$ cat config.mk
export PLATFORM = sky130hd
export DESIGN_NAME = matr_unit
export DESIGN_NICKNAME = d
export VERILOG_FILES = /design/src/hdl/matr_pkg.sv /design/src/hdl/matr_unit.sv
export VERILOG_INCLUDE_DIRS = /design/src /design/src/include
export SDC_FILE = /design/constraint.sdc
export NUM_CORES = 1
export LEC_CHECK = 0
export ABC_AREA = 1
export BUFFER_PORTS_ARGS = -buffer_cell sky130_fd_sc_hd__buf_2
export CORE_ASPECT_RATIO = 0.8
export CORE_MARGIN = 2
export CORE_UTILIZATION = 55
export CTS_CLUSTER_DIAMETER = 60
export DETAILED_ROUTE_END_ITERATION = 8
export GPL_ROUTABILITY_DRIVEN = 0
export PLACE_DENSITY_LB_ADDON = 0.08
export SETUP_SLACK_MARGIN = 0.1
export SYNTH_ARGS = -nofsm -noshare
export SYNTH_HDL_FRONTEND = slang
export SYNTH_SLANG_ARGS = --single-unit
$ cat constraint.sdc
create_clock -name clk_50 -period 7.55 [get_ports clk_50]
set_input_delay 0.755 -clock clk_50 [delete_from_list [all_inputs] [get_ports clk_50]]
set_output_delay 0.755 -clock clk_50 [all_outputs]
set_load 0.005 [all_outputs]
$ cat src/include/matr_params.svh
`ifndef MATR_PARAMS_SVH
`define MATR_PARAMS_SVH

`define INST_W      32            // one rv32 instruction
`define ADDR_W      32            // pc counts bytes
`define ROM_WORDS   64            // program space
`define RAM_WORDS   64
`define RAM_AW      6             // word index into data ram
`define MAT_N       3             // 3x3 operands
`define AXI_AW      12

`define REG_BASE_A  12'h100       // word index of matrix a
`define REG_BASE_B  12'h104       // word index of matrix b
`define REG_BASE_C  12'h108       // product lands here
`define REG_CTRL    12'h10C       // bit 0 run
`define REG_STATUS  12'h110       // busy, halted, count

`define MATR_OPCODE 7'b0001011    // custom-0 major opcode

`endif

$ cat src/hdl/matr_pkg.sv
`include "matr_params.svh"

package matr_pkg;

   typedef logic [`INST_W-1:0] inst_t;
   typedef logic [`ADDR_W-1:0] pc_t;       // byte address
   typedef logic [31:0]        word_t;     // data word, treated as signed by the multiplier
   typedef logic [`RAM_AW-1:0] ram_addr_t;
   typedef logic [7:0]         mcount_t;   // retired matrix instructions

   // fetch sequencer
   typedef enum logic [2:0]
   {
      f_idle,
      f_read,                              // rom word for pc is on rom_data
      f_hold,                              // offering inst downstream
      f_wait_matr,                         // coprocessor still working
      f_halted
   } fetch_state_t;

   // matrix coprocessor
   typedef enum logic [2:0]
   {
      m_idle,
      m_read_a,
      m_read_b,
      m_accum,
      m_store,
      m_done
   } matr_state_t;

   // host bus slave
   typedef enum logic [1:0]
   {
      a_idle,
      a_ram_wait,                          // ram read in flight
      a_resp
   } axil_state_t;

endpackage

$ cat src/hdl/matr_unit.sv
`timescale 1ns/1ps
`include "matr_params.svh"

module matr_unit
(
   input  logic                clk_50,
   input  logic                arst_n,
   input  logic                matr_start,
   input  matr_pkg::ram_addr_t base_a,
   input  matr_pkg::ram_addr_t base_b,
   input  matr_pkg::ram_addr_t base_c,
   output matr_pkg::ram_addr_t b_addr,
   output logic                b_we,
   output matr_pkg::word_t     b_wdata,
   input  matr_pkg::word_t     b_rdata,
   output logic                matr_busy,
   output matr_pkg::mcount_t   matr_count
);
   import matr_pkg::*;

   matr_state_t state;
   logic [1:0]  i_idx;                                     // row of c
   logic [1:0]  j_idx;                                     // column of c
   logic [1:0]  k_idx;                                     // dot product term
   word_t       a_val;                                     // a[i][k] kept while b is read
   word_t       acc;

   assign matr_busy = (state != m_idle);
   assign b_we      = (state == m_store);
   assign b_wdata   = acc;

   // row-major with element at base + 3*row + col
   always_comb
   begin
      case (state)
         m_read_a : b_addr = base_a + ram_addr_t'(`MAT_N * i_idx + k_idx);
         m_read_b : b_addr = base_b + ram_addr_t'(`MAT_N * k_idx + j_idx);
         m_store  : b_addr = base_c + ram_addr_t'(`MAT_N * i_idx + j_idx);
         default  : b_addr = base_c;
      endcase
   end

   always_ff @(posedge clk_50 or negedge arst_n)
   begin
      if (!arst_n)
      begin
         state      <= m_idle;
         i_idx      <= '0;
         j_idx      <= '0;
         k_idx      <= '0;
         matr_count <= '0;
      end
      else
      begin
         case (state)
            m_idle :
               if (matr_start)
                  state <= m_read_a;
            m_read_a :
               state <= m_read_b;
            m_read_b :
               state <= m_accum;
            m_accum :
               if (k_idx == 2'(`MAT_N - 1))
               begin
                  k_idx <= '0;
                  state <= m_store;
               end
               else
               begin
                  k_idx <= k_idx + 1'b1;
                  state <= m_read_a;
               end
            m_store :
            begin
               state <= m_read_a;
               if (j_idx == 2'(`MAT_N - 1))
               begin
                  j_idx <= '0;
                  i_idx <= i_idx + 1'b1;
                  if (i_idx == 2'(`MAT_N - 1))
                  begin
                     i_idx <= '0;                          // ready for the next instruction
                     state <= m_done;
                  end
               end
               else
                  j_idx <= j_idx + 1'b1;
            end
            default :
            begin
               matr_count <= matr_count + 1'b1;            // one per instruction
               state      <= m_idle;
            end
         endcase
      end
   end

   // datapath
   always_ff @(posedge clk_50)
   begin
      if (state == m_read_b)
         a_val <= b_rdata;                                 // a term returns as b is addressed
      if (state == m_idle || state == m_store)
         acc <= '0;
      else if (state == m_accum)
         acc <= acc + $signed(a_val) * $signed(b_rdata);   // low 32 bits wrap
   end

   // the product region stays clear of both operands
   a_store : assert property (@(posedge clk_50) disable iff (!arst_n)
      b_we |-> ram_addr_t'(b_addr - base_a) >= `MAT_N * `MAT_N &&
               ram_addr_t'(b_addr - base_b) >= `MAT_N * `MAT_N)
      else $error("product store at word %0d overlaps an operand", b_addr);

endmodule

# Word-level counts from Yosys, hierarchy flattened
# Index checks and enable logic that the tools add are counted.
# Widths: inputs -> output; s select.
# totals
reg_bits,81
latchBits,0
mem_bits_rw,0
romBits,0
inputBits,53
out_inout_bits,48
elab_cells,43
memories,0
# classes
add_sub_neg,11
n_mul,3
div,0
order_cmp,0
eq_ne,8
n_shift,0
mux,9
bitwise_logic,0
n_reduce_logical,5
# op_table
op,count
$add 32x32->32,1
$mul 32x32->32,1
$add 6x5->6,3
$pmux 6 s3,1
$add 4x2->5,3
$pmux 3 s5,1
$mux 3,4
$add 8x1->8 const B,1
$mul 2x2->4 const A,2
$add 2x1->2 const B,3
$eq 2x2->1 const B,3
$eq 3x2->1 const B,2
$mux 2,3
$reduce_or 5->1,1
$eq 3x1->1 const B,1
$eq 3x3->1 const B,1
$logic_not 3->1,1
$reduce_bool 3->1,1
$ne 2x2->1 const B,1
$reduce_and 2->1,1
$logic_or 1x1->1,1

# Depth between registers and ports, before layout
# depth
ltp_word,4
ltp_mapped,33
mapped_depth_nobuf,31

# Worst setup path before layout
# No wires, ideal clock.
# synth_timing
path_type,input to register
startpoint,in b_rdata[3]
endpoint,reg acc[25] (netlist: b_wdata[25])
setup_time_ps,117
arrival_ps,6859
required_time_ps,7433
path_slack_ps,574
stages,29
n_path_buf,2
cell_sequence,clkbuf_1 > buf_1 > nand2_1 > inv_1 > fa_1 > fa_1 > fa_1 > inv_1 > fa_1 > inv_1 > fa_1 > inv_1 > fa_1 > inv_1 > fa_1 > inv_1 > fa_1 > inv_1 > ha_1 > a21oi_1 > o21ai_0 > a31oi_1 > nand3_1 > nand3_1 > nand2_1 > nand2_1 > nand2_1 > o221ai_1 > inv_1
# synth_via
elab_chain_len,2
# synth_rtl
element,line_no,source
from (decl),matr_unit.sv:15,"input matr_pkg::word_t b_rdata,"
$mul 32x32->32,matr_unit.sv:107,acc <= acc + $signed(a_val) * $signed(b_rdata);
$add 32x32->32,matr_unit.sv:107,
to (signal assigned),matr_unit.sv:107,
to (decl),matr_unit.sv:26,word_t acc;
# No other way between the ends.
# A chain may end at the register's enable or synchronous reset.

# Final worst setup path
# layout_timing
startpoint,reg a_val[16]
endpoint,reg acc[27] (netlist: b_wdata[27])
# layout_via
elab_chain_len,2
# layout_rtl
element,line_no,source
from (decl),matr_unit.sv:25,word_t a_val;
from (signal assigned),matr_unit.sv:103,a_val <= b_rdata;
$mul 32x32->32,matr_unit.sv:107,
$add 32x32->32,matr_unit.sv:107,
# No other way between the ends.

==> flow_summary.toml <==
[status]
status = "completed"

[routing]
drtPass1Iterations = 6
drtAntennaViolNets = 0
wl_um = 59700
drt_iter0_drc = 1514
drc_errors = 0
vias = 17300
drt-vias-per-instance = 5.03
routedWlPerCell_um = 17.3

[sta]
worst_slew_pin_slew_ns = 1.24
finalHoldViolCount = 0
whs_ns = 0.299
fmax_mhz = 139
slew_headroom = 0.171
grt_setup_unrepaired = "no"
drv_slew = 0
clock_skew_ns = 0.0229
setup_tns_ns = 0
period_share = 0.952
period_needed_ns = 7.19
setup_viol = 0

[final_layout]
n_fill_cell = 3647
drive_above_1_share = 0.0706
diodes = 0
fin_nets = 3552
syn_to_final_growth_pct = 7.10
final_util = 0.593

[die]
num_rows = 65
pin_count = 101
dieArea_sq_um = 41100
core_sq_um = 39200
initial_core_util = 0.554
die-width_um = 226
die_h_um = 182

[clocking]
cts_buffers = 9
cts_hold_buf = 0
cts_setup_buffers = 0
postCtsResizedCells = 0
cts_sinks = 81
clockBufferDepth = 2
clk_latency_ns = 0.39
cts.clk_slew.worst_paths_ns = 0.09
cts_tree = "done"
htreeDepth = 3
cts_root_buf = "clkbuf_16"

[global_route]
grt_max_degree = 42
antenna_found_initial = 1
use_met1 = 0.459
grt.total_usage = 0.308
grt.busiest_layer = "met2"
grt_use_met2 = 0.471
grt_pass1_wl_um = 96000
use_met3 = 0.0566
grt_pass1_vias = 17800
globalRoute.totalOverflow = 0

[synth]
ys_seq_area_frac = 0.0933
syn_inst = 2839
synth_edf_count = 32
syn_avg_cell_area_sq_um = 7.65
synth_nets = 3492
synthArstFlopShare = 0.210
synth_top_area_cell = "fa_1"
netlist_area_sq_um = 21700
synth.distinct_cells = 42
ys_seq_elements = 81
dominantRegCellSynth = "edfxtp_1"
yosysWarnings = 0
netlist_top_cells_area = "fa_1, inv_1, nand2_1"
synth_top_area_share = 0.412

[critical_path]
crit_top_cell = "fa_1"
worst_setup_path_start_kind = "flop"
crit_type = "flop to flop"
crit_required_ns = 7.84
crit_chain = "nand2_1 -> inv_1 -> fa_1 -> fa_1 -> fa_1 -> inv_1 -> fa_1 -> inv_1 -> fa_1 -> fa_1 -> fa_1 -> inv_1 -> fa_1 -> inv_1 -> ha_1 -> a21oi_1 -> o21ai_0 -> a31oi_1 -> nand3_1 -> a21oi_1 -> xnor2_1 -> o21ai_0 -> inv_1"
crit_family = "adder cells"
worstPathMaxFanout = 16
endpoint_kind = "flop"
slowest_stage = "edfxtp_1"
slowest_delay_ns = 0.90
cp.arrival_ns = 7.48
crit_buf_inv = 6

[job]
drv_cap = 0

[placement]
place_hpwl_um = 50200
io_buffers = 100

[hold_path]
hp-class = "input pin to async pin"
## metal layers
layer  wire length, um  up-vias
met5                13        -
met4              1200        2
met1             26300     8489
met3              5340       80
li1                  -     8039
met2             26800      695
## cell usage after synthesis (all sizes together) (32+ instances only)
library cell / instances
edfxtp: 32
buf: 40
ha: 153
o21ai: 47
fa: 447
clkbuf: 74
nand2: 729
a21oi: 58
dfxtp: 32
nor2: 59
inv: 977
nand3: 62
## layout by cell type, fill, tap and decap left out, types with 19 or more instances in the layout
cell type    n
ha_1       153
nor2_1      54
o21ai_0     42
nand2_1    722
edfxtp_1    32
a21oi_1     58
fa_1       447
dfxtp_1     32
buf_2      100
nand3_1     62
xor2_1      27
xnor2_1     19
inv_1      970
buf_4       58
## metrics by stage
stage | cell area (sq um) | worst slack, ns | cells
2_1_floorplan | 21700 | 0.574 | 2839
3_3_place_gp | 22900 | 0.214 | 3418
3_5_place_dp | 22900 | 0.130 | 3418
4_1_cts | 23200 | 0.268 | 3434
5_1_grt | 23300 | 0.105 | 3440
6_report | 23300 | 0.364 | 3440
## worst register-to-register path: cells and delay by family (launching register included)
| family | cells | cell delay [ns] |
|---|---|---|
| compound gates | 5 | 1.10 |
| xor+xnor | 1 | 0.08 |
| fa+ha+maj | 9 | 4.25 |
| buf+inv | 6 | 0.39 |
| flops | 1 | 0.90 |
| simple gates | 2 | 0.35 |
## cell type report
class	instances	area [sq um]	share of cell area
multi-input combinational	1667	15600	0.669
inverter	977	3670	0.158
sequential	81	2030	0.0871
timing repair buffer	163	1040	0.0445
tap	536	671	0.0288
clock buffer	9	225	0.00968
clock inverter	7	80.1	0.00344
## flip-flops by register name, summed over array words and instances (netlist names)
signal / cells
state: 3
k_idx: 2
a_val: 32
b_wdata: 32
j_idx: 2
matr_count: 8
i_idx: 2
## cell families (layout without fill, tap and decap cells)
family	Yosys count	in the layout	share of synthesized area
AOI/OAI and AO/OA	137	137	0.0353
muxes	1	1	0.000518
buffers and inverters	1091	1156	0.191
DFF	81	81	0.0933
xor gates and xnor gates	46	46	0.0185
adders and majority gates	600	600	0.500
and+or+nand+nor	883	883	0.161
## worst paths after layout
kind	startpoint	to	slack [ns]	cells after the start
min in group clk_50	matr_count[7]$_DFFE_PN0N_	matr_count[7]$_DFFE_PN0N_	0.48	1
max	a_val[16]$_DFFE_PP_	b_wdata[27]$_SDFFE_PP0N_	0.36	23
max reg2reg	a_val[16]$_DFFE_PP_	b_wdata[27]$_SDFFE_PP0N_	0.36	23
max in group asynchronous	arst_n	matr_count[4]$_DFFE_PN0N_	6.95	1
min	arst_n	k_idx[0]$_DFFE_PN0N_	0.30	1
min reg2reg	matr_count[7]$_DFFE_PN0N_	matr_count[7]$_DFFE_PN0N_	0.48	1
Power is not shown: default switching activity piles up to over one toggle a cycle in this logic, so the estimate is an artifact.
