[config.mk]
export PLATFORM = sky130hd
export DESIGN_NAME = inst_rom
export DESIGN_NICKNAME = d
export VERILOG_FILES = /design/src/hdl/matr_pkg.sv /design/src/hdl/inst_rom.sv
export VERILOG_INCLUDE_DIRS = /design/src /design/src/include
export SDC_FILE = /design/constraint.sdc
export NUM_CORES = 1
export LEC_CHECK = 0
export ABC_AREA = 1
export BUFFER_PORTS_ARGS = -buffer_cell sky130_fd_sc_hd__buf_4
export CORE_ASPECT_RATIO = 1.25
export CORE_MARGIN = 2
export CORE_UTILIZATION = 40
export CTS_CLUSTER_DIAMETER = 120
export DETAILED_ROUTE_END_ITERATION = 7
export PLACE_DENSITY_LB_ADDON = 0.3
export SLEW_MARGIN = 20
export SYNTH_ARGS = -nofsm -noshare
export SYNTH_HDL_FRONTEND = slang
export SYNTH_SLANG_ARGS = --single-unit
[constraint.sdc]
create_clock -name clk_50 -period 1.12 [get_ports clk_50]
set_clock_uncertainty 0.1 [all_clocks]
set_input_delay 0 -clock clk_50 [delete_from_list [all_inputs] [get_ports clk_50]]
set_output_delay 0 -clock clk_50 [all_outputs]
set_load 0.01 [all_outputs]
[src/include/matr_params.svh]
`ifndef MATR_PARAMS_SVH
`define MATR_PARAMS_SVH

`define INST_W      32            // one rv32 instruction
`define ADDR_W      32            // pc counts bytes
`define ROM_WORDS   64            // program space
`define RAM_WORDS   64
`define RAM_AW      6             // word index into data ram
`define MAT_N       3             // 3x3 operands
`define AXI_AW      12

`define REG_BASE_A  12'h100       // word index of matrix a
`define REG_BASE_B  12'h104       // word index of matrix b
`define REG_BASE_C  12'h108       // product lands here
`define REG_CTRL    12'h10C       // bit 0 run
`define REG_STATUS  12'h110       // busy, halted, count

`define MATR_OPCODE 7'b0001011    // custom-0 major opcode

`endif

[src/hdl/matr_pkg.sv]
`include "matr_params.svh"

package matr_pkg;

   typedef logic [`INST_W-1:0] inst_t;
   typedef logic [`ADDR_W-1:0] pc_t;       // byte address
   typedef logic [31:0]        word_t;     // data word, treated as signed by the multiplier
   typedef logic [`RAM_AW-1:0] ram_addr_t;
   typedef logic [7:0]         mcount_t;   // retired matrix instructions

   // fetch sequencer
   typedef enum logic [2:0]
   {
      f_idle,
      f_read,                              // rom word for pc is on rom_data
      f_hold,                              // offering inst downstream
      f_wait_matr,                         // coprocessor still working
      f_halted
   } fetch_state_t;

   // matrix coprocessor
   typedef enum logic [2:0]
   {
      m_idle,
      m_read_a,
      m_read_b,
      m_accum,
      m_store,
      m_done
   } matr_state_t;

   // host bus slave
   typedef enum logic [1:0]
   {
      a_idle,
      a_ram_wait,                          // ram read in flight
      a_resp
   } axil_state_t;

endpackage

[src/hdl/inst_rom.sv]
`timescale 1ns/1ps
`include "matr_params.svh"

module inst_rom
(
   input  logic            clk_50,
   input  matr_pkg::pc_t   rom_addr,
   output matr_pkg::inst_t rom_data
);

   always_ff @(posedge clk_50)
   begin
      case (rom_addr)
         0       : rom_data <= 32'h00000013;   // nop
         4       : rom_data <= 32'h00000013;   // nop
         8       : rom_data <= 32'h00000013;   // nop
         12      : rom_data <= 32'h00000013;   // nop
         16      : rom_data <= 32'h00000013;   // nop
         20      : rom_data <= 32'hff810113;   // addi sp, sp, -8
         24      : rom_data <= 32'h01412223;   // sw s4, 4(sp)
         28      : rom_data <= 32'h01312023;   // sw s3, 0(sp)
         32      : rom_data <= 32'h00400993;   // addi s3, zero, 4   outer index
         36      : rom_data <= 32'h00000a13;   // addi s4, zero, 0   inner index
         40      : rom_data <= 32'h00000793;   // addi a5, zero, 0   a base
         44      : rom_data <= 32'h02400813;   // addi a6, zero, 36  b base
         48      : rom_data <= 32'h04800893;   // addi a7, zero, 72  c base
         52      : rom_data <= 32'h00f8188b;   // matr a7, a6, a5 on custom-0
         56      : rom_data <= 32'h00000513;   // addi a0, zero, 0
         60      : rom_data <= 32'h02800613;   // addi a2, zero, 40  sort length in bytes
         64      : rom_data <= 32'h04800293;   // addi t0, zero, 72  sort the product
         68      : rom_data <= 32'h04c9d863;   // bge s3, a2, exit
         72      : rom_data <= 32'h00000e33;   // add t3, zero, zero
         76      : rom_data <= 32'h41360e33;   // sub t3, a2, s3
         80      : rom_data <= 32'h000a0f13;   // addi t5, s4, 0
         84      : rom_data <= 32'h03cf5863;   // bge t5, t3, exit1
         88      : rom_data <= 32'h0002a503;   // lw a0, 0(t0)
         92      : rom_data <= 32'h0042a583;   // lw a1, 4(t0)
         96      : rom_data <= 32'h00428293;   // addi t0, t0, 4
         100     : rom_data <= 32'h02a5d463;   // bge a1, a0, exit2  already ordered
         104     : rom_data <= 32'h00050f93;   // addi t6, a0, 0     swap
         108     : rom_data <= 32'h00058513;   // addi a0, a1, 0
         112     : rom_data <= 32'h000f8593;   // addi a1, t6, 0
         116     : rom_data <= 32'hfea2ae23;   // sw a0, -4(t0)
         120     : rom_data <= 32'h00b2a023;   // sw a1, 0(t0)
         124     : rom_data <= 32'h004f0f13;   // addi t5, t5, 4
         128     : rom_data <= 32'hfc000ae3;   // beq zero, zero, loop2
         132     : rom_data <= 32'h00498993;   // addi s3, s3, 4     exit1
         136     : rom_data <= 32'hfa0008e3;   // beq zero, zero, loop1
         140     : rom_data <= 32'h004f0f13;   // addi t5, t5, 4     exit2
         144     : rom_data <= 32'hfc0002e3;   // beq zero, zero, loop2
         148     : rom_data <= 32'h00013983;   // lw s3, 0(sp)       exit, restore
         152     : rom_data <= 32'h00413a03;   // lw s4, 4(sp)
         156     : rom_data <= 32'h00810113;   // addi sp, sp, 8
         160     : rom_data <= 32'h00a54533;   // xor a0, a0, a0     last word
         default : rom_data <= '0;             // zero word ends the program
      endcase
   end

   // fetch steps by four and halts long before the end of the rom
   a_rom_addr : assert property (@(posedge clk_50)
      rom_addr[1:0] == 2'b00 && rom_addr < 4 * `ROM_WORDS)
      else $error("rom address %0h unaligned or out of range", rom_addr);

endmodule

==> Word-level counts from Yosys, hierarchy flattened <==
Index checks and enable logic that the tools add are counted.
{ "word_totals": {"regBits": 32, "wordCells": 45} }
{ "classes": {"eq_ne": 40, "n_mux": 1, "n_reduce_logical": 3} }
{ "ops": {"columns": ["op", "count"], "rows": [
  ["one-hot mux 32 bit (36 select lines)", 1],
  ["equality test 32 x 7 -> 1 bit (second input constant)", 16],
  ["equality test 32 x 8 -> 1 bit (second input constant)", 9],
  ["equality test 32 x 6 -> 1 bit (second input constant)", 8],
  ["equality test 32 x 5 -> 1 bit (second input constant)", 4],
  ["equality test 32 x 4 -> 1 bit (second input constant)", 2],
  ["equality test 32 x 3 -> 1 bit (second input constant)", 1],
  ["logical NOT 32 bit", 1],
  ["OR reduction 5 bit", 1],
  ["OR reduction 2 bit", 1]
]} }

==> Logic depth before layout (Yosys ltp) <==
{ "logic_depth": {"word_depth": 3, "mapped_depth": 13, "ltp_nobuf": 13} }

==> Worst setup path after synthesis <==
Ideal clock, no wire load.
{ "synth_path": {"path_type": "input to register", "start": "in rom_addr[11]", "end": "reg rom_data[1]", "setup_time_ps": 121, "arrival_ps": 946, "path_slack_ps": -47, "path_stages": 12, "cell_sequence": "nor2_1 -> nand2_1 -> inv_2 -> nand2_2 -> buf_2 -> nor2_1 -> nand2_1 -> nand2_1 -> nor2_1 -> nand2_1 -> nor2_1 -> nand3_1"} }
{ "synth_between": {"elab_chain_len": 3, "word_cells_on_any_way": 44} }
{ "synth_rtl": {"columns": ["element", "line", "source"], "rows": [
  ["from (decl)", "inst_rom.sv:7", "input matr_pkg::pc_t rom_addr,"],
  ["equality test 32 x 5 -> 1 bit, or another cell as far along", "inst_rom.sv:13", "case (rom_addr)"],
  ["OR reduction 5 bit (no line) / OR reduction 2 bit (equally long branches)", null, null],
  ["one-hot mux 32 bit (36 select lines) (*)", "inst_rom.sv:13", null],
  ["to (signal assigned)", "inst_rom.sv:14", "0 : rom_data <= 32'h00000013;"],
  ["to (signal assigned)", "inst_rom.sv:15", "4 : rom_data <= 32'h00000013;"],
  ["to (signal assigned)", "inst_rom.sv:16", "8 : rom_data <= 32'h00000013;"],
  ["to (decl)", "inst_rom.sv:8", "output matr_pkg::inst_t rom_data"]
]} }
Mark *: on every way between the ends. The rest lies on a longest branch, timed or not.

==> Final worst setup path <==
{ "layout_path": {"start": "in rom_addr[18]", "end": "reg rom_data[14]"} }
Same word-level chain as after synthesis.

==> qor.txt <==
First-pass DRT Iterations: 4
Number of synthesized register bits: 27
Sequential area share after synthesis: 22.4%
Final net count: 575
Gate power share: 22.3%
Port Buffer Count: 63
Starting Density: 41.5%
Yosys top cell area share: 22.4%
Die area: 0.00667 mm²
GRT Util Overall: 26.0%
Synth cell types: 28
Layout area overhead: 63.7%
Post-synth EDFFs: 0
CTS root buffer: clkbuf_8
First-pass GRT wire length: 13,600 µm
Chip width: 73.5 µm
Syn Area/Cell: 5.70 µm²
Biggest register: rom_data
Slew Viols, Final: 0
Pleak: 2.10 nW
Total wire length: 9100 µm
Crit share post-route: 107%
Wire per inst: 15.0 µm
Yosys warnings: 0
Sw power: 0.528 mW
Hold Buf Count CTS: 0
RSZ-0062 raised after global routing: yes
# diodes: 0
Area contributors post-synth: dfxtp_1 (22%), nand2_1 (19%), nor2_1 (14%)
TritonCTS Buffers: 3
Main combinational cell family by area after synthesis: simple AND/OR/NAND/NOR gates
Number of H-tree branching levels: 1
Top flop regs: rom_data: 27 flops
CP max stage cell: buf_6
Mapped Cells: 423
Post-synthesis xor/xnor area fraction: 0%
Largest area contributor in the netlist: dfxtp_1
Critical path, cell by cell: buf_6, inv_4, buf_4, nand3_2, nor2_2, nand2_2, nor2_4, buf_6, nand3b_1, buf_6, buf_4, nand2_1
Status: finished, violations left
Worst hold margin: 0.139 ns
DP Worst Slack: -0.480 ns
Critical path arrival: 1.32 ns
Worst hold path type: in -> reg
Async SR Flop Fraction: 0%
Critical Path Most Common Cell: buf_6
Crit path launch type: input pin
Clock-pin slew on the worst setup and hold paths: 0.09 ns
Total number of vias: 3,289
Hold path depth: 4
Post-synthesis mux area share: 0%
Hold Vio Cnt, Final: 0
Vias in the first global route: 3,033
Switch share: 27.2%
Mean number of vias per cell: 5.42
Site row count: 31
Mapped Area: 0.00241 mm²
Hold Path Sink: rom_data[13]
Max reg flops: 27
Antenna Nets Post-Route: 0
Largest net degree at the start of global routing: 21
Peak supply drop: 0.317 mV
Syn Nets: 456
CTS Buffer Depth: 2
Top-level I/O count: 65
Final Critical Period: 1.20 ns
Setup crit end kind: flop
Clock power share: 28.3%
P per Cell Area: 491 mW/mm²
Main flop type after synthesis: dfxtp_1
Part of the power in registers: 49.4%
1st-iter DRT viols: 154
CTS tree: yes
Die height: 90.8 µm
WS Path Type: in -> reg
CTS sink cnt: 27
Simple-Gate Fraction of Synth Area: 58.5%
Failing checks: setup timing
DP Wirelength: 6790 µm
Worst hold start: rom_addr[3]
Fmax: 0.837 GHz
CORE AREA: 0.00582 mm²
Crit path required time: 1.24 ns
Setup violators final: 20
Int Pwr: 1.41 mW
PnR worst setup slack: -0.0753 ns
Initial antenna violation count: 0
Grt ovf: 0
GP Congestion: 0.978
Layout cells sized above 1: 49.0%
CP max FO: 5
Compound-Gate Fraction of Synth Area: 7.73%
DRC violations left: 0
Critical path's largest stage delay: 0.18 ns
Post-Synth Adder-Cell Area: 0%
Maxcap violations: 0
[metal layers]
layer  up-vias  global-route usage [%]  routed length [µm]
li1       1579                       -                   -
met1      1507                    25.8                3100
met2       151                    47.8                4800
met3        52                    2.23                 478
met4         0                    18.8                 726
met5         -                       0                   0
[placed cells by master (no fill, tap or decap), drive strengths merged]
cell type / instances
nand4: 10
clkbuf: 3
and3: 2
conb: 1
inv: 41
buf: 130
o21ai: 6
nand2: 137
or2: 1
o2111a: 1
nor2: 105
dfxtp: 27
o2111ai: 2
clkinv: 1
o21a: 1
a21oi: 13
and2: 1
o211ai: 6
nand3b: 5
nand3: 48
[worst max-delay path: cells and delay by family]
| family | cells | cell delay, ns |
|---|---|---|
| simple gates | 6 | 0.61 |
| buf+inv | 6 | 0.70 |
[worst max-delay path by stage]
stage                 startpoint           end  slack [ns]  cells after the start
finish              rom_addr[18]  rom_data[14]       -0.08                     12
global route        rom_addr[20]  rom_data[21]       -0.14                     11
CTS                 rom_addr[30]  rom_data[21]       -0.02                     12
detailed placement  rom_addr[25]   rom_data[8]       -0.48                     12
global placement    rom_addr[25]   rom_data[8]       -0.49                     12
floorplan           rom_addr[15]  rom_data[15]       -0.01                      9
[logic make-up (layout without fill, tap and decap cells)]
group / after synthesis / after routing
and+or+nand+nor: 309 / 309
buffers and inverters: 57 / 175
AOI/OAI and AO/OA: 29 / 29
DFF: 27 / 27
other: 1 / 1
[synth_stat cells, types with 2 or more instances]
cell type,count
buf_6,3
nand2_1,125
dfxtp_1,27
o211ai_2,2
o21ai_1,3
o2111ai_1,2
o21ai_0,3
o211ai_1,4
nor2_4,8
inv_2,9
buf_2,6
buf_4,7
nor2_1,88
nand3b_1,5
inv_1,32
nand3_1,46
nor2_2,9
a21oi_1,13
nand2_4,3
nand2_2,9
and3_1,2
nand4_1,10
nand3_2,2
[metrics by stage]
step / TNS [ns] / cells / power [mW] / utilization (%) / instance area, µm²
final: -0.572 / 607 / 1.94 / 67.9 / 3950
after global routing: -2.06 / 607 / 2.02 / 67.9 / 3950
after CTS: -0.0961 / 599 / 1.88 / 62.0 / 3610
after detailed placement: -10.14 / 589 / 1.33 / 56.8 / 3310
after global placement: -9.80 / 589 / 1.32 / 56.8 / 3310
after floorplan: -0.0491 / 423 / 1.12 / - / 2430
[final cells by class]
class	count	area, µm²
Sequential cell	27	541
Tap cell	66	82.6
Timing Repair Buffer	130	1110
Fill cell	511	1870
Clock inverter	1	5.00
Clock buffer	3	41.3
Inverter	41	164
Multi-Input combinational cell	339	2010
[power groups by stage]
stage	combinational (mW)	clock (mW)	sequential [mW]
2_1_floorplan	0.142	0	0.982
3_3_place_gp	0.338	0	0.982
3_5_place_dp	0.346	0	0.982
4_1_cts	0.374	0.552	0.959
5_1_grt	0.465	0.595	0.959
6_report	0.434	0.549	0.959
[repair_timing]
| action | CTS | global route |
|---|---|---|
| pin swaps | 8 | 39 |
| gates resized for setup | 58 | 82 |
| buffers inserted | 6 | 7 |
| cloned | 0 | 1 |
| setup endpoints to repair | 26 | 27 |
Note: power is estimated with default switching activity, not from simulation.
