File: src/include/matr_params.svh
`ifndef MATR_PARAMS_SVH
`define MATR_PARAMS_SVH

`define INST_W      32            // one rv32 instruction
`define ADDR_W      32            // pc counts bytes
`define ROM_WORDS   64            // program space
`define RAM_WORDS   64
`define RAM_AW      6             // word index into data ram
`define MAT_N       3             // 3x3 operands
`define AXI_AW      12

`define REG_BASE_A  12'h100       // word index of matrix a
`define REG_BASE_B  12'h104       // word index of matrix b
`define REG_BASE_C  12'h108       // product lands here
`define REG_CTRL    12'h10C       // bit 0 run
`define REG_STATUS  12'h110       // busy, halted, count

`define MATR_OPCODE 7'b0001011    // custom-0 major opcode

`endif

File: src/hdl/matr_pkg.sv
`include "matr_params.svh"

package matr_pkg;

   typedef logic [`INST_W-1:0] inst_t;
   typedef logic [`ADDR_W-1:0] pc_t;       // byte address
   typedef logic [31:0]        word_t;     // data word, treated as signed by the multiplier
   typedef logic [`RAM_AW-1:0] ram_addr_t;
   typedef logic [7:0]         mcount_t;   // retired matrix instructions

   // fetch sequencer
   typedef enum logic [2:0]
   {
      f_idle,
      f_read,                              // rom word for pc is on rom_data
      f_hold,                              // offering inst downstream
      f_wait_matr,                         // coprocessor still working
      f_halted
   } fetch_state_t;

   // matrix coprocessor
   typedef enum logic [2:0]
   {
      m_idle,
      m_read_a,
      m_read_b,
      m_accum,
      m_store,
      m_done
   } matr_state_t;

   // host bus slave
   typedef enum logic [1:0]
   {
      a_idle,
      a_ram_wait,                          // ram read in flight
      a_resp
   } axil_state_t;

endpackage

File: src/hdl/axil_regs.sv
`timescale 1ns/1ps
`include "matr_params.svh"

module axil_regs
(
   input  logic                clk_50,
   input  logic                arst_n,
   input  logic [`AXI_AW-1:0]  awaddr,
   input  logic                awvalid,
   output logic                awready,
   input  matr_pkg::word_t     wdata,
   input  logic [3:0]          wstrb,
   input  logic                wvalid,
   output logic                wready,
   output logic [1:0]          bresp,
   output logic                bvalid,
   input  logic                bready,
   input  logic [`AXI_AW-1:0]  araddr,
   input  logic                arvalid,
   output logic                arready,
   output matr_pkg::word_t     rdata,
   output logic [1:0]          rresp,
   output logic                rvalid,
   input  logic                rready,
   output matr_pkg::ram_addr_t a_addr,
   output logic                a_we,
   output matr_pkg::word_t     a_wdata,
   input  matr_pkg::word_t     a_rdata,
   input  logic                matr_busy,
   input  matr_pkg::mcount_t   matr_count,
   input  logic                halted,
   output logic                run,
   output matr_pkg::ram_addr_t base_a,
   output matr_pkg::ram_addr_t base_b,
   output matr_pkg::ram_addr_t base_c
);
   import matr_pkg::*;

   localparam logic [1:0] resp_okay   = 2'b00;
   localparam logic [1:0] resp_slverr = 2'b10;

   axil_state_t state;
   logic        aw_ram;                                    // write hits the ram window
   logic        ar_ram;
   logic        wr_go;                                     // write handshake this cycle
   logic        rd_go;
   logic        reg_hit;                                   // araddr names a register
   word_t       reg_rd;

   assign aw_ram = awaddr[`AXI_AW-1:8] == '0;              // 0x000 to 0x0ff
   assign ar_ram = araddr[`AXI_AW-1:8] == '0;

   // aw and w together, writes first, ram held off while the coprocessor owns it
   assign wr_go   = (state == a_idle) && awvalid && wvalid && !(aw_ram && matr_busy);
   assign rd_go   = (state == a_idle) && arvalid && !wr_go && !(ar_ram && matr_busy);
   assign awready = wr_go;
   assign wready  = wr_go;
   assign arready = rd_go;

   assign a_addr  = wr_go ? awaddr[`RAM_AW+1:2] : araddr[`RAM_AW+1:2];
   assign a_we    = wr_go && aw_ram;
   assign a_wdata = wdata;

   always_comb
   begin
      reg_hit = 1'b1;
      case (araddr)
         `REG_BASE_A : reg_rd = word_t'(base_a);
         `REG_BASE_B : reg_rd = word_t'(base_b);
         `REG_BASE_C : reg_rd = word_t'(base_c);
         `REG_CTRL   : reg_rd = word_t'(run);
         `REG_STATUS : reg_rd = {16'h0, matr_count, 6'h0, halted, matr_busy};
         default     :
         begin
            reg_rd  = '0;                                  // unmapped reads as zero
            reg_hit = 1'b0;
         end
      endcase
   end

   always_ff @(posedge clk_50 or negedge arst_n)
   begin
      if (!arst_n)
      begin
         state  <= a_idle;
         bvalid <= 1'b0;
         bresp  <= resp_okay;
         rvalid <= 1'b0;
         rresp  <= resp_okay;
         rdata  <= '0;
         run    <= 1'b0;
         base_a <= '0;
         base_b <= '0;
         base_c <= '0;
      end
      else
      begin
         case (state)
            a_idle :
               if (wr_go)
               begin
                  bvalid <= 1'b1;
                  bresp  <= resp_okay;
                  state  <= a_resp;
                  case (awaddr)
                     `REG_BASE_A : base_a <= wdata[`RAM_AW-1:0];
                     `REG_BASE_B : base_b <= wdata[`RAM_AW-1:0];
                     `REG_BASE_C : base_c <= wdata[`RAM_AW-1:0];
                     `REG_CTRL   : run    <= wdata[0];
                     `REG_STATUS : ;                       // read only, write dropped
                     default     :
                        if (!aw_ram)
                           bresp <= resp_slverr;
                  endcase
               end
               else if (rd_go)
               begin
                  if (ar_ram)
                     state <= a_ram_wait;                  // ram sampled a_addr this edge
                  else
                  begin
                     rvalid <= 1'b1;
                     rdata  <= reg_rd;
                     rresp  <= reg_hit ? resp_okay : resp_slverr;
                     state  <= a_resp;
                  end
               end
            a_ram_wait :
            begin
               rvalid <= 1'b1;
               rdata  <= a_rdata;
               rresp  <= resp_okay;
               state  <= a_resp;
            end
            default :
               if ((bvalid && bready) || (rvalid && rready))
               begin
                  bvalid <= 1'b0;
                  rvalid <= 1'b0;
                  state  <= a_idle;
               end
         endcase
      end
   end

   a_bvalid : assert property (@(posedge clk_50) disable iff (!arst_n)
      $rose(bvalid) |-> $past(wr_go))
      else $error("write response without a write handshake");

   a_wstrb : assert property (@(posedge clk_50) disable iff (!arst_n)
      wr_go |-> wstrb == 4'hF)
      else $error("partial write strobe %b", wstrb);

endmodule

File: config.mk
export PLATFORM = sky130hd
export DESIGN_NAME = axil_regs
export DESIGN_NICKNAME = d
export VERILOG_FILES = /design/src/hdl/matr_pkg.sv /design/src/hdl/axil_regs.sv
export VERILOG_INCLUDE_DIRS = /design/src /design/src/include
export SDC_FILE = /design/constraint.sdc
export NUM_CORES = 1
export LEC_CHECK = 0
export BUFFER_PORTS_ARGS = -buffer_cell sky130_fd_sc_hd__buf_2
export CAP_MARGIN = 30
export CORE_ASPECT_RATIO = 1.1
export CORE_MARGIN = 3
export CORE_UTILIZATION = 45
export DETAILED_ROUTE_END_ITERATION = 12
export PLACE_DENSITY_LB_ADDON = 0.1
export SYNTH_ARGS = -nofsm -noshare
export SYNTH_HDL_FRONTEND = slang
export SYNTH_SLANG_ARGS = --single-unit
File: constraint.sdc
create_clock -name clk_50 -period 3.94 [get_ports clk_50]
set_input_delay 0.394 -clock clk_50 [delete_from_list [all_inputs] [get_ports clk_50]]
set_output_delay 0.394 -clock clk_50 [all_outputs]
set_load 0.005 [all_outputs]
== After elaboration in Yosys (flattened, before gate mapping) ==
Index checks and enable logic that the tools add are counted.
Storage, ports and cells
  input port bits: 109
  memory bits (writable): 0
  logic and storage cells: 85
  bits in read-only memories: 0
  flip-flop bits (word level): 59
  memories kept: 0
  bits in latches: 0
Cells by class
  muxes and demuxes: 26
  shifts and indexed selects: 0
  divide/modulo/power cells: 0
  equality and inequality tests: 16
  reductions and logical operators: 32
  order comparisons: 0
  bitwise logic cells: 1
  add/sub/neg operators: 0
  multipliers: 0
Operators by type and width (count)
  equality test 12 x 9 -> 1 bit (second input constant): 10
  2-to-1 mux 32 bit: 3
  one-hot mux 16 bit (5 select lines): 1
  one-hot mux 32 bit (2 select lines): 1
  2-to-1 mux 2 bit: 10
  AND reduction 3 bit: 5
  logical AND 1 bit: 11
  OR reduction 5 bit: 2
  zero test 4 bit: 2
  inequality test 2 bit (second input constant): 4
  one-hot mux 2 bit (2 select lines): 2
  AND reduction 4 bit: 2
  2-to-1 mux 1 bit: 6
  2-to-1 mux 6 bit: 1
  one-hot mux 1 bit (2 select lines): 2
  AND reduction 2 bit: 2
  nonzero test 2 bit: 2
  zero test 1 bit: 3
  inequality test 3 bit (second input constant): 1
  nonzero test 3 bit: 1
  equality test 2 x 1 -> 1 bit (second input constant): 1
  zero test 2 bit: 1
  logical OR 1 bit: 1
  inverter 1 bit: 1

== Depth between registers and ports, before layout ==
  depth after elaboration: 10
  gate-level depth with buffers: 7
  gate-level depth less buffers: 5

== Least setup slack after synthesis ==
No wires, ideal clock.
  path kind: input -> register
  start point: input awaddr[5]
  end point: register base_a[0]
  setup slack: 1.345 ns
  stages: 6
  data required time: 3.815 ns
  arrival time: 2.470 ns
  library setup time: 0.125 ns
  path through: or4_1 > or3_1 > or4_4 > or3_1 > buf_6 > mux2_4
Between the ends
  word-level cells in the longest chain between the ends: 2
Ends and longest elaborated chain
  start, declared: RTL line axil_regs.sv:8  | input logic [`AXI_AW-1:0] awaddr,
  equality test 12 x 9 -> 1 bit: RTL line axil_regs.sv:105  | case (awaddr)
  AND reduction 3 bit (no line)
  end signal, assigned: RTL line axil_regs.sv:106  | `REG_BASE_A : base_a <= wdata[`RAM_AW-1:0];
  end, declared: RTL line axil_regs.sv:33  | output matr_pkg::ram_addr_t base_a,
Every way passes these cells.
A chain may end at the register's enable or synchronous reset.

== Final worst setup path ==
  start point: input awaddr[5]
  end point: register base_b[1]
Between the ends
  word-level cells in the longest chain between the ends: 2
Ends and longest elaborated chain
  equality test 12 x 9 -> 1 bit: RTL line axil_regs.sv:105
  AND reduction 3 bit (no line)
  end signal, assigned: RTL line axil_regs.sv:107  | `REG_BASE_B : base_b <= wdata[`RAM_AW-1:0];
  end, declared: RTL line axil_regs.sv:34  | output matr_pkg::ram_addr_t base_b,
Every way passes these cells.

==> impl_metrics.csv <==
group,metric,value,unit
critical_path,cp_max_fo,6,
grt,grt_max_degree,63,
finish,synthToLayoutAreaGrowth,24.7,%
finish,final_core_util,0.596,
sta,skew,0.00454,ns
sta,period_share,0.656,
clocking,path_clk_slew,0.06,ns
outcome,run_status,"complete, no violations",
critical_path,arrival,2.79,ns
routing,ant_nets,0,
critical_path,worstSetupPathType,"in -> reg",
clocking,cts_made_buffers,9,
sta,rsz0062_at_grt,"no",
place,placed_cells_incl_taps,492,
place,place_congestion,0.807,
clocking,ctsHtreeMaxLevel,3,
place,io_buffers,149,
finish,fin_nets,533,
floorplan,io_pins,208,
routing,route.detailed.drc,0,
floorplan,rows,30,
place,dpl.hpwl,5620,um
yosys,synth.distinct_cells,40,
routing,via_per_inst,5.08,
yosys,seq_area_frac_synth,0.471,
finish,layout_common_cells,"149 x buf_2, 57 x nand2_1, 57 x dfrtp_1",
sta,fin_crit,2.58,ns
floorplan,die_w,84.2,um
yosys,netlist_area,3030,um2
routing,wirelength,7520,um
clocking,cts_num_sinks,57,
finish,diodes,0,
floorplan,initial_core_util,0.478,
sta,setup_tns,0,ns
worst_hold_path,hold_class,"in -> reg",
clocking,root_buffer,"clkbuf_8",
sta,setup_ws,1.36,ns
grt,antenna_found_initial,0,
clocking,cts_tree,"done",
floorplan,coreArea,6340,um2
clocking,clock_tree.buffer_depth,2,
power_and_ir_drop,power_density,381,nW/um2
routing,wl_per_cell,14.8,um
grt,grt_overflow,0,
routing,dr.pass1.iters,4,
critical_path,rr_worst_depth,5,
critical_path,required,4.15,ns
critical_path,startpoint_type,"primary input",
finish,drive_above_1_share,0.466,
routing,num_vias,2584,
yosys,synth_seq_cells,57,
place,dp_worst_setup_slack,1.03,ns
yosys,synth_edf_count,0,
yosys,synthFlopType,"dfrtp_1",
sta,setup-violations-final,0,
clocking,ctsResizeCount,0,
yosys,synth_area_per_cell,9.81,um2
finish,final_common_cell,"buf_2",
floorplan,die-height,92.1,um
floorplan,dieArea,7760,um2
critical_path,endpoint_kind,"flip-flop",
sta,hold_viol,0,
clocking,clk_latency,0.32,ns
yosys,yosysWarnings,0,
power_and_ir_drop,vdd_drop_max,0.000210,V
sta,slew_headroom,0.383,
grt,grtUsageTotal,0.192,
sta,tightest_slew,0.925,ns
grt,grt_pass1_vias,2518,
routing,detail_route.iter0.violations,110,
power_and_ir_drop,leakage,2.01,nW
finish,stdcell_count,509,
power_and_ir_drop,finalPower,1.44,mW
worst_hold_path,hold_depth,3,
flow_run,max_cap_violations,0,
grt,grt_pass1_wl,11900,um
yosys,syn_inst,309,
sta,max_freq,387,MHz
yosys,postSynth.asyncResetShare,1.00,
sta,final_max_slew_viol_count,0,
==> synthesized netlist by cell type, types with 2 or more instances <==
cell,n,area [um2]
dfrtp_1,57,1430
nand2_1,57,214
buf_4,35,263
o21ai_0,35,175
mux2_2,23,259
clkbuf_1,14,52.6
a21oi_1,10,50.1
nor2_1,10,37.5
a22oi_1,8,60.1
mux2_4,6,90.1
or3_1,5,31.3
inv_1,4,15.0
mux2i_1,4,40.0
nor2b_1,4,25.0
a21o_1,3,22.5
nor3_1,3,15.0
nor4_1,3,18.8
a211oi_1,2,15.0
and2_1,2,12.5
nand2b_1,2,12.5
nor3b_2,2,25.0
or4_1,2,15.0
==> final timing paths <==
check	start	end	slack [ns]
setup / recovery	awaddr[5]	base_b[1]$_DFFE_PN0P_	1.36
hold / removal	a_rdata[16]	rdata[16]$_DFFE_PN0P_	0.32
setup reg to reg	state[1]$_DFFE_PN0P_	base_b[1]$_DFFE_PN0P_	1.46
hold reg to reg	rdata[8]$_DFFE_PN0P_	rdata[8]$_DFFE_PN0P_	0.47
max in group asynchronous	arst_n	run$_DFFE_PN0P_	2.64
min in group asynchronous	arst_n	rdata[27]$_DFFE_PN0P_	0.44
==> state kept, by name (all words and copies together) (netlist names) <==
register,flops
run,1
base_a,6
rresp,1
bresp,1
bvalid,1
rdata,32
state,2
rvalid,1
base_b,6
base_c,6
==> cell families after synthesis <==
logic type | share of synthesized area
compound gates | 0.128
buf+inv | 0.114
flops | 0.471
mux | 0.136
other cells | 0.00124
simple gates | 0.151
==> worst max-delay path, cell delays in order <==
cell and delay [ns]:
buf_2 0.10, or4_1 0.51, or3_1 0.35, or4_4 0.53, nor3b_2 0.51, mux2_2 0.40
==> per-stage QoR <==
step,hold slack [ns],cell area (um2)
finish,0.321,3780
global route,0.313,3780
CTS,0.308,3780
detailed placement,0.260,3580
global placement,0.261,3580
floorplan,0.0984,3030
==> where the power goes <==
part           switching, mW  internal (mW)
Sequential            0.0306          0.624
Combinational          0.145          0.116
Clock                  0.217          0.308
Total                  0.393           1.05
==> cell type report <==
type	count	area, um2
fillers	581	2560
flip-flops and latches	57	1430
multi-input cells	198	1260
repair buffers	154	786
clock buffers	13	149
well taps	80	100
clock inverters	3	40.0
inverters	4	15.0
==> per-layer routing <==
| layer | routed length (um) | vias up | part of all wire | GRT usage |
|---|---|---|---|---|
| met5 | 0 | - | 0 | 0 |
| met3 | 731 | 14 | 0.097 | 0.0764 |
| met2 | 3540 | 109 | 0.47 | 0.306 |
| met4 | 150 | 0 | 0.020 | 0.0831 |
| li1 | - | 1270 | - | - |
| met1 | 3100 | 1191 | 0.41 | 0.229 |
==> repair_timing <==
action / 4_1_cts / 5_1_grt
buffers inserted: 0 / 0
endpoints found under the setup margin: 0 / 0
endpoints found under the hold margin: 9 / 0
hold buffers: 1 / 0
Power figures use the tool's default switching activity.
